===== src/hdl/lsu_consts.svh =====
`ifndef LSU_CONSTS_SVH
`define LSU_CONSTS_SVH

// widths of the load/store unit, fixed by the instruction set

// data and address width
`define LSU_DATA_BITS 32

// opcode field coming from decode
`define LSU_OP_BITS 4

// register file index
`define LSU_REG_BITS 5

// one strobe bit per byte lane
`define LSU_STRB_BITS 4

`endif


===== src/hdl/lsu_op_pkg.sv =====
`include "lsu_consts.svh"

package lsu_op_pkg;

   // memory opcodes issued by the execute stage
   typedef enum logic [`LSU_OP_BITS-1:0] {
      LD_B  = 4'h0,
      LD_H  = 4'h1,
      LD_W  = 4'h2,
      LD_BU = 4'h3,
      LD_HU = 4'h4,
      ST_B  = 4'h5,
      ST_H  = 4'h6,
      ST_W  = 4'h7,
      // load-linked / store-conditional pair, word only
      LL_W  = 4'h8,
      SC_W  = 4'h9,
      NOP   = 4'hf
   } lsu_op_e;

   // access size, drives alignment, strobes and extraction
   typedef enum logic [1:0] {
      SIZE_B = 2'd0,
      SIZE_H = 2'd1,
      SIZE_W = 2'd2
   } lsu_size_e;

endpackage


===== src/hdl/mem_port_pkg.sv =====
`include "lsu_consts.svh"

package mem_port_pkg;

   // memory port payload
   typedef logic [`LSU_DATA_BITS-1:0] lsu_addr_t;
   typedef logic [`LSU_DATA_BITS-1:0] lsu_data_t;
   typedef logic [`LSU_STRB_BITS-1:0] lsu_strb_t;

   // writeback destination
   typedef logic [`LSU_REG_BITS-1:0]  lsu_reg_t;

endpackage


===== src/hdl/lsu_op_decode.sv =====
`include "lsu_consts.svh"

module lsu_op_decode import lsu_op_pkg::*; (
   input  lsu_op_e   op,
   output lsu_size_e size,
   output logic      is_unsigned,
   output logic      is_store,
   output logic      is_ll,
   output logic      is_sc
);

   always_comb begin
      // NOP keeps every flag clear
      size        = SIZE_B;
      is_unsigned = 1'b0;
      is_store    = 1'b0;
      is_ll       = 1'b0;
      is_sc       = 1'b0;
      case (op)
         LD_B: begin
            size = SIZE_B;
         end
         LD_H: begin
            size = SIZE_H;
         end
         LD_W: begin
            size = SIZE_W;
         end
         LD_BU: begin
            size        = SIZE_B;
            is_unsigned = 1'b1;
         end
         LD_HU: begin
            size        = SIZE_H;
            is_unsigned = 1'b1;
         end
         ST_B: begin
            size     = SIZE_B;
            is_store = 1'b1;
         end
         ST_H: begin
            size     = SIZE_H;
            is_store = 1'b1;
         end
         ST_W: begin
            size     = SIZE_W;
            is_store = 1'b1;
         end
         LL_W: begin
            size  = SIZE_W;
            is_ll = 1'b1;
         end
         // sc writes memory, so it goes out as a store
         SC_W: begin
            size     = SIZE_W;
            is_store = 1'b1;
            is_sc    = 1'b1;
         end
         default: begin
            size = SIZE_B;
         end
      endcase
   end

endmodule


===== src/hdl/lsu_issue.sv =====
`include "lsu_consts.svh"

module lsu_issue import lsu_op_pkg::*, mem_port_pkg::*; (
   input  logic      valid,
   input  lsu_op_e   op,
   input  lsu_data_t base,
   input  lsu_data_t offset,
   input  lsu_data_t wdata,
   output logic      data_req,
   output lsu_addr_t data_addr,
   output logic      data_wr,
   output lsu_strb_t data_wstrb,
   output lsu_data_t data_wdata,
   output logic      data_ll,
   output logic      data_sc,
   output logic      ale,
   input  logic      data_addr_ok,
   output logic      addr_finish
);

   lsu_size_e size;
   logic      is_store;
   logic      is_ll;
   logic      is_sc;
   lsu_addr_t addr;
   logic      misaligned;

   lsu_op_decode decode_inst (
      .op          (op),
      .size        (size),
      .is_unsigned (),
      .is_store    (is_store),
      .is_ll       (is_ll),
      .is_sc       (is_sc)
   );

   assign addr = base + offset;

   // halfword needs bit 0 clear, word (and ll/sc) needs bits 1:0 clear
   always_comb begin
      case (size)
         SIZE_H:  misaligned = addr[0];
         SIZE_W:  misaligned = addr[1:0] != 2'b00;
         default: misaligned = 1'b0;
      endcase
   end

   assign ale      = valid & misaligned;
   assign data_req = valid & ~ale;

   // done with the address phase once accepted or trapped
   assign addr_finish = (data_req & data_addr_ok) | ale;

   assign data_addr = addr;
   assign data_wr   = is_store;
   assign data_ll   = is_ll;
   assign data_sc   = is_sc;

   // lanes selected by the byte offset, data replicated across the word
   always_comb begin
      data_wstrb = '0;
      data_wdata = '0;
      if (is_store) begin
         case (size)
            SIZE_B: begin
               data_wstrb = lsu_strb_t'(`LSU_STRB_BITS'b0001) << addr[1:0];
               data_wdata = {4{wdata[7:0]}};
            end
            SIZE_H: begin
               data_wstrb = lsu_strb_t'(`LSU_STRB_BITS'b0011) << addr[1:0];
               data_wdata = {2{wdata[15:0]}};
            end
            default: begin
               data_wstrb = '1;
               data_wdata = wdata;
            end
         endcase
      end
   end

endmodule


===== src/hdl/lsu_mem_track.sv =====
`include "lsu_consts.svh"

module lsu_mem_track import lsu_op_pkg::*, mem_port_pkg::*; (
   input  logic       clk,
   input  logic       reset,
   input  logic       valid,
   input  lsu_op_e    op_e,
   input  logic [1:0] addr_low_e,
   input  lsu_reg_t   rd_e,
   input  logic       wen_e,
   input  logic       accepted,
   input  logic       data_data_ok,
   output lsu_op_e    op_m,
   output logic [1:0] addr_low_m,
   output lsu_reg_t   rd_m,
   output logic       wen_m,
   output logic       data_recv
);

   // low address bits are kept so the memory stage needs no second adder
   always_ff @(posedge clk) begin
      if (valid) begin
         op_m       <= op_e;
         addr_low_m <= addr_low_e;
         rd_m       <= rd_e;
      end
   end

   always_ff @(posedge clk) begin
      if (reset) begin
         wen_m <= 1'b0;
      end else if (valid) begin
         wen_m <= wen_e;
      end
   end

   // busy from the cycle after acceptance until data comes back
   always_ff @(posedge clk) begin
      if (reset) begin
         data_recv <= 1'b0;
      end else if (accepted) begin
         data_recv <= 1'b1;
      end else if (data_data_ok) begin
         data_recv <= 1'b0;
      end
   end

endmodule


===== src/hdl/lsu_load_align.sv =====
`include "lsu_consts.svh"

module lsu_load_align import lsu_op_pkg::*, mem_port_pkg::*; (
   input  lsu_op_e    op_m,
   input  logic [1:0] addr_low_m,
   input  lsu_data_t  data_rdata,
   input  logic       data_scsucceed,
   output lsu_data_t  read_result_m
);

   lsu_size_e   size;
   logic        is_unsigned;
   logic        is_store;
   logic        is_sc;
   logic [7:0]  byte_sel;
   logic [15:0] half_sel;
   logic        byte_sign;
   logic        half_sign;

   lsu_op_decode decode_inst (
      .op          (op_m),
      .size        (size),
      .is_unsigned (is_unsigned),
      .is_store    (is_store),
      .is_ll       (),
      .is_sc       (is_sc)
   );

   // field at the byte offset; halfwords sit at offset 0 or 2
   assign byte_sel = data_rdata[{addr_low_m, 3'b000} +: 8];
   assign half_sel = addr_low_m[1] ? data_rdata[31:16] : data_rdata[15:0];

   assign byte_sign = byte_sel[7] & ~is_unsigned;
   assign half_sign = half_sel[15] & ~is_unsigned;

   always_comb begin
      read_result_m = '0;
      if (is_sc) begin
         read_result_m = lsu_data_t'(data_scsucceed);
      end else if (!is_store && op_m != NOP) begin
         case (size)
            SIZE_B: begin
               read_result_m = {{(`LSU_DATA_BITS-8){byte_sign}}, byte_sel};
            end
            SIZE_H: begin
               read_result_m = {{(`LSU_DATA_BITS-16){half_sign}}, half_sel};
            end
            default: begin
               read_result_m = data_rdata;
            end
         endcase
      end
   end

endmodule


===== src/hdl/cpu_lsu.sv =====
`include "lsu_consts.svh"

module cpu_lsu import lsu_op_pkg::*, mem_port_pkg::*; (
   input  logic      clk,
   input  logic      reset,

   input  logic      valid,
   input  lsu_op_e   op,
   input  lsu_data_t base,
   input  lsu_data_t offset,
   input  lsu_data_t wdata,
   input  lsu_reg_t  rd_e,
   input  logic      wen_e,

   // memory port
   output logic      data_req,
   output lsu_addr_t data_addr,
   output logic      data_wr,
   output lsu_strb_t data_wstrb,
   output lsu_data_t data_wdata,
   output logic      data_ll,
   output logic      data_sc,
   input  logic      data_addr_ok,
   output logic      data_recv,
   input  logic      data_scsucceed,
   input  lsu_data_t data_rdata,
   input  logic      data_data_ok,

   // results to the pipeline
   output logic      addr_finish,
   output logic      ale_e,
   output lsu_data_t read_result_m,
   output logic      rdata_valid_m,
   output lsu_reg_t  rd_m,
   output logic      wen_m
);

   logic       accepted;
   lsu_op_e    op_m;
   logic [1:0] addr_low_m;

   assign accepted      = data_req & data_addr_ok;
   assign rdata_valid_m = data_data_ok;

   lsu_issue issue_inst (
      .valid        (valid),
      .op           (op),
      .base         (base),
      .offset       (offset),
      .wdata        (wdata),
      .data_req     (data_req),
      .data_addr    (data_addr),
      .data_wr      (data_wr),
      .data_wstrb   (data_wstrb),
      .data_wdata   (data_wdata),
      .data_ll      (data_ll),
      .data_sc      (data_sc),
      .ale          (ale_e),
      .data_addr_ok (data_addr_ok),
      .addr_finish  (addr_finish)
   );

   lsu_mem_track mem_track_inst (
      .clk          (clk),
      .reset        (reset),
      .valid        (valid),
      .op_e         (op),
      .addr_low_e   (data_addr[1:0]),
      .rd_e         (rd_e),
      .wen_e        (wen_e),
      .accepted     (accepted),
      .data_data_ok (data_data_ok),
      .op_m         (op_m),
      .addr_low_m   (addr_low_m),
      .rd_m         (rd_m),
      .wen_m        (wen_m),
      .data_recv    (data_recv)
   );

   lsu_load_align load_align_inst (
      .op_m           (op_m),
      .addr_low_m     (addr_low_m),
      .data_rdata     (data_rdata),
      .data_scsucceed (data_scsucceed),
      .read_result_m  (read_result_m)
   );

endmodule


===== config.mk =====
export PLATFORM = sky130hd
export DESIGN_NAME = cpu_lsu
export DESIGN_NICKNAME = d
export VERILOG_FILES = /design/src/hdl/lsu_op_pkg.sv /design/src/hdl/mem_port_pkg.sv /design/src/hdl/lsu_op_decode.sv /design/src/hdl/lsu_issue.sv /design/src/hdl/lsu_mem_track.sv /design/src/hdl/lsu_load_align.sv /design/src/hdl/cpu_lsu.sv
export VERILOG_INCLUDE_DIRS = /design/src /design/src/hdl
export SDC_FILE = /design/constraint.sdc
export NUM_CORES = 1
export LEC_CHECK = 0
export BUFFER_PORTS_ARGS = -buffer_cell sky130_fd_sc_hd__buf_2
export CORE_AREA = 2 2 101 103
export DETAILED_ROUTE_END_ITERATION = 6
export DIE_AREA = 0 0 103 105
export HOLD_SLACK_MARGIN = 0.1
export PLACE_DENSITY = 0.73
export SYNTH_ARGS = -nofsm -noshare
export SYNTH_HDL_FRONTEND = slang
export SYNTH_SLANG_ARGS = --single-unit

===== constraint.sdc =====
create_clock -name clk -period 6.5 [get_ports clk]
set_clock_uncertainty 0.2 [all_clocks]
set_input_delay 1.3 -clock clk [delete_from_list [all_inputs] [get_ports clk]]
set_output_delay 1.3 -clock clk [all_outputs]
set_load 0.03 [all_outputs]

==> results.md <==
- Num rows: 36
- Worst-path clk slew: 0.06 ns
- Synth Cell Area: 3580 um^2
- Most frequent cells in the layout: buf_2 (257), nand2_1 (78), a21oi_1 (73), o21ai_0 (41), nor2_1 (37)
- Final Net Count: 941
- Setup TNS Final: 0 ns
- Fillers: 1004
- Max Fanout on Critical Path: 5
- Setup violators final: 0
- Crit path launch: offset[0]
- RSZ-0062 raised after global routing: false
- Status: finished, final reports clean
- Grt total ovfl: 0
- Met3 WL post-DR: 1370 um
- Data required, critical path: 5.00 ns
- Share of layout cells above drive strength 1: 0.369
- Commonest non-fill, non-tap cell in the layout: buf_2
- Fin. max-slew vios: 0
- Syn nets: 706
- Hold_buf cts: 0
- CTS Root Cell: clkbuf_8
- Wire length per cell: 16.8 um
- Reg-to-Reg Start: mem_track_inst.data_recv$_SDFFE_PP0P_
- FF+latch count, synth: 13
- Critical Path Start Type: primary input
- DP HPWL: 12800 um
- Vias: 4995
- Worst reg2reg setup slack: 5.59 ns
- Relative slew slack: 0.299
- CTS Buf Count: 3
- Max Fclk: 192 MHz
- Via-to-Cell Ratio: 5.59
- Main synth FF type: edfxtp_1
- Antenna Cells: 0
- Post-DRT Antenna Nets: 0
- First-pass DRT Iterations: 5
- Final period utilization: 0.802
- Synth async-reset ratio: 0
- Post-CTS sizing: 0
- Clk buf depth: 2
- Yosys warns: 0
- PortBufs: 257
- Routed met1 length: 5480 um
- Final hold slack: 0.292 ns
- Initial core utilization: 0.371
- VDD IR max: 90.3 uV
- Power per cell area: 187 nW/um^2
- Vias in the first global route: 4688
- HP Class: reg -> reg
- Syn Area/Cell: 6.79 um^2
- Top routing layer in use: met5
- Initial antenna violation count: 1
- Core Area: 9640 um^2
- Area Growth Syn to Fin: 38.7%
- Postcts setup bufs: 0
- Fin. Hold Viols: 0
- Die Span X: 103 um
- Worst Min Path Start: mem_track_inst.wen_m$_SDFFE_PP0P_
- # DRC: 0
- Cells after synthesis: 527
- Die H: 105 um
- DRT iter0 DRCs: 224
- Tmin final: 5.21 ns
- Yosys cell types: 58
- RePlAce Congestion: 0.949
- Critical Path Sink: data_addr[30]
- Crit path DAT: 3.71 ns
- Register area share after synthesis: 0.103
- Worst flop-to-flop path endpoint: mem_track_inst.data_recv$_SDFFE_PP0P_
- Largest net degree at the start of global routing: 38
- Post-synth EDFFs: 11
- Max_cap viols: 0
- # IOs: 258
- DIE AREA: 10800 um^2
- First-pass GRT wire length: 22600 um
- WL final: 15000 um
- Synth area leaders: ha_1 (12%), a21oi_1 (10%), edfxtp_1 (9.2%)
- Num Clock Sinks: 13
- Crit end category: primary output
- CTS tree: yes
- Leakage: 2.49 nW
- # H-tree levels: 1
- Worst-Skew Late Latency: 0.25 ns
- Met2 Wirelength: 7420 um
- Total track usage: 0.258
- Top-area cell type share of the netlist area: 0.119
- Worst Tran Pin Value: 1.05 ns
- FF-to-FF path depth: 3
- Crit Path Class: in -> out
- Cell taking the most area after synthesis: ha_1
flip-flops by register name, indices dropped and copies added (netlist names):
| register | count |
|---|---|
| mem_track_inst.addr_low_m | 2 |
| mem_track_inst.data_recv | 1 |
| mem_track_inst.op_m | 4 |
| mem_track_inst.rd_m | 5 |
| mem_track_inst.wen_m | 1 |
cells by family (layout without fill, tap and decap cells):
| group | Yosys count | after routing | share of synthesized area |
|---|---|---|---|
| AOI/OAI and AO/OA | 210 | 210 | 0.365 |
| and+or+nand+nor | 178 | 178 | 0.228 |
| buffers and inverters | 44 | 278 | 0.0528 |
| adders and majority gates | 35 | 35 | 0.124 |
| xor gates and xnor gates | 32 | 32 | 0.0783 |
| muxes | 15 | 15 | 0.0479 |
| DFF | 13 | 13 | 0.103 |
cell usage after synthesis (all sizes together), types with 5 or more instances:
master  count
nand2      78
a21oi      75
o21ai      45
nor2       37
ha         34
clkbuf     20
o21a       20
xnor2      19
inv        15
nor2b      13
nor3       13
xor2       13
edfxtp     11
o22ai      10
a211oi      9
buf         9
nand3       9
a22oi       8
mux2        7
mux2i       7
o211ai      7
nand4       6
a21o        5
o221ai      5
worst max-delay path, stage by stage:
cell and delay [ns]:
buf_2 0.08, ha_1 0.21, fa_1 0.23, a21oi_1 0.12
o211ai_1 0.21, nand2_1 0.13, o31ai_1 0.76, a41oi_1 0.27
xnor2_1 0.19, buf_2 0.22
worst min path at each step:
stage | end | slack, ns | cells after the start
2_1_floorplan | mem_track_inst.wen_m$_SDFFE_PP0P_ | 0.43 | 2
3_3_place_gp | mem_track_inst.wen_m$_SDFFE_PP0P_ | 0.27 | 2
3_5_place_dp | mem_track_inst.wen_m$_SDFFE_PP0P_ | 0.29 | 2
4_1_cts | mem_track_inst.wen_m$_SDFFE_PP0P_ | 0.30 | 2
5_1_grt | mem_track_inst.wen_m$_SDFFE_PP0P_ | 0.34 | 2
6_report | mem_track_inst.wen_m$_SDFFE_PP0P_ | 0.29 | 2
stage by stage:
stage | cell area (um^2) | setup slack (ns) | cells | total power [mW] | utilization
after floorplan | 3580 | 1.58 | 527 | 0.629 | -
after global routing | 4960 | 1.14 | 894 | 0.990 | 0.515
after CTS | 4960 | 1.28 | 894 | 0.927 | 0.515
after global placement | 4920 | 1.31 | 890 | 0.844 | 0.510
after detailed placement | 4920 | 1.29 | 890 | 0.849 | 0.510
final | 4960 | 1.29 | 894 | 0.928 | 0.515
area by class of cell:
cell class,count,area (um^2),share of cell area
Sequential cell,13,370,0.0746
Tap cell,133,166,0.0335
Clock buffer,3,41.3,0.00832
Timing Repair Buffer,259,1300,0.262
Clock inverter,1,5.00,0.00101
Inverter,15,56.3,0.0113
Multi-Input combinational cell,470,3020,0.609
per-layer routing:
layer  vias up  GRT usage
met5         -          0
met4         2      0.125
met3        47     0.0462
met2       278      0.464
met1      2257      0.284
li1       2411          -
power by group:
part           internal, mW  total (mW)  switching [mW]
Combinational         0.243       0.742           0.499
Sequential           0.0986       0.113          0.0141
Clock                0.0424      0.0738          0.0314
Note: power is estimated with default switching activity, not from simulation.
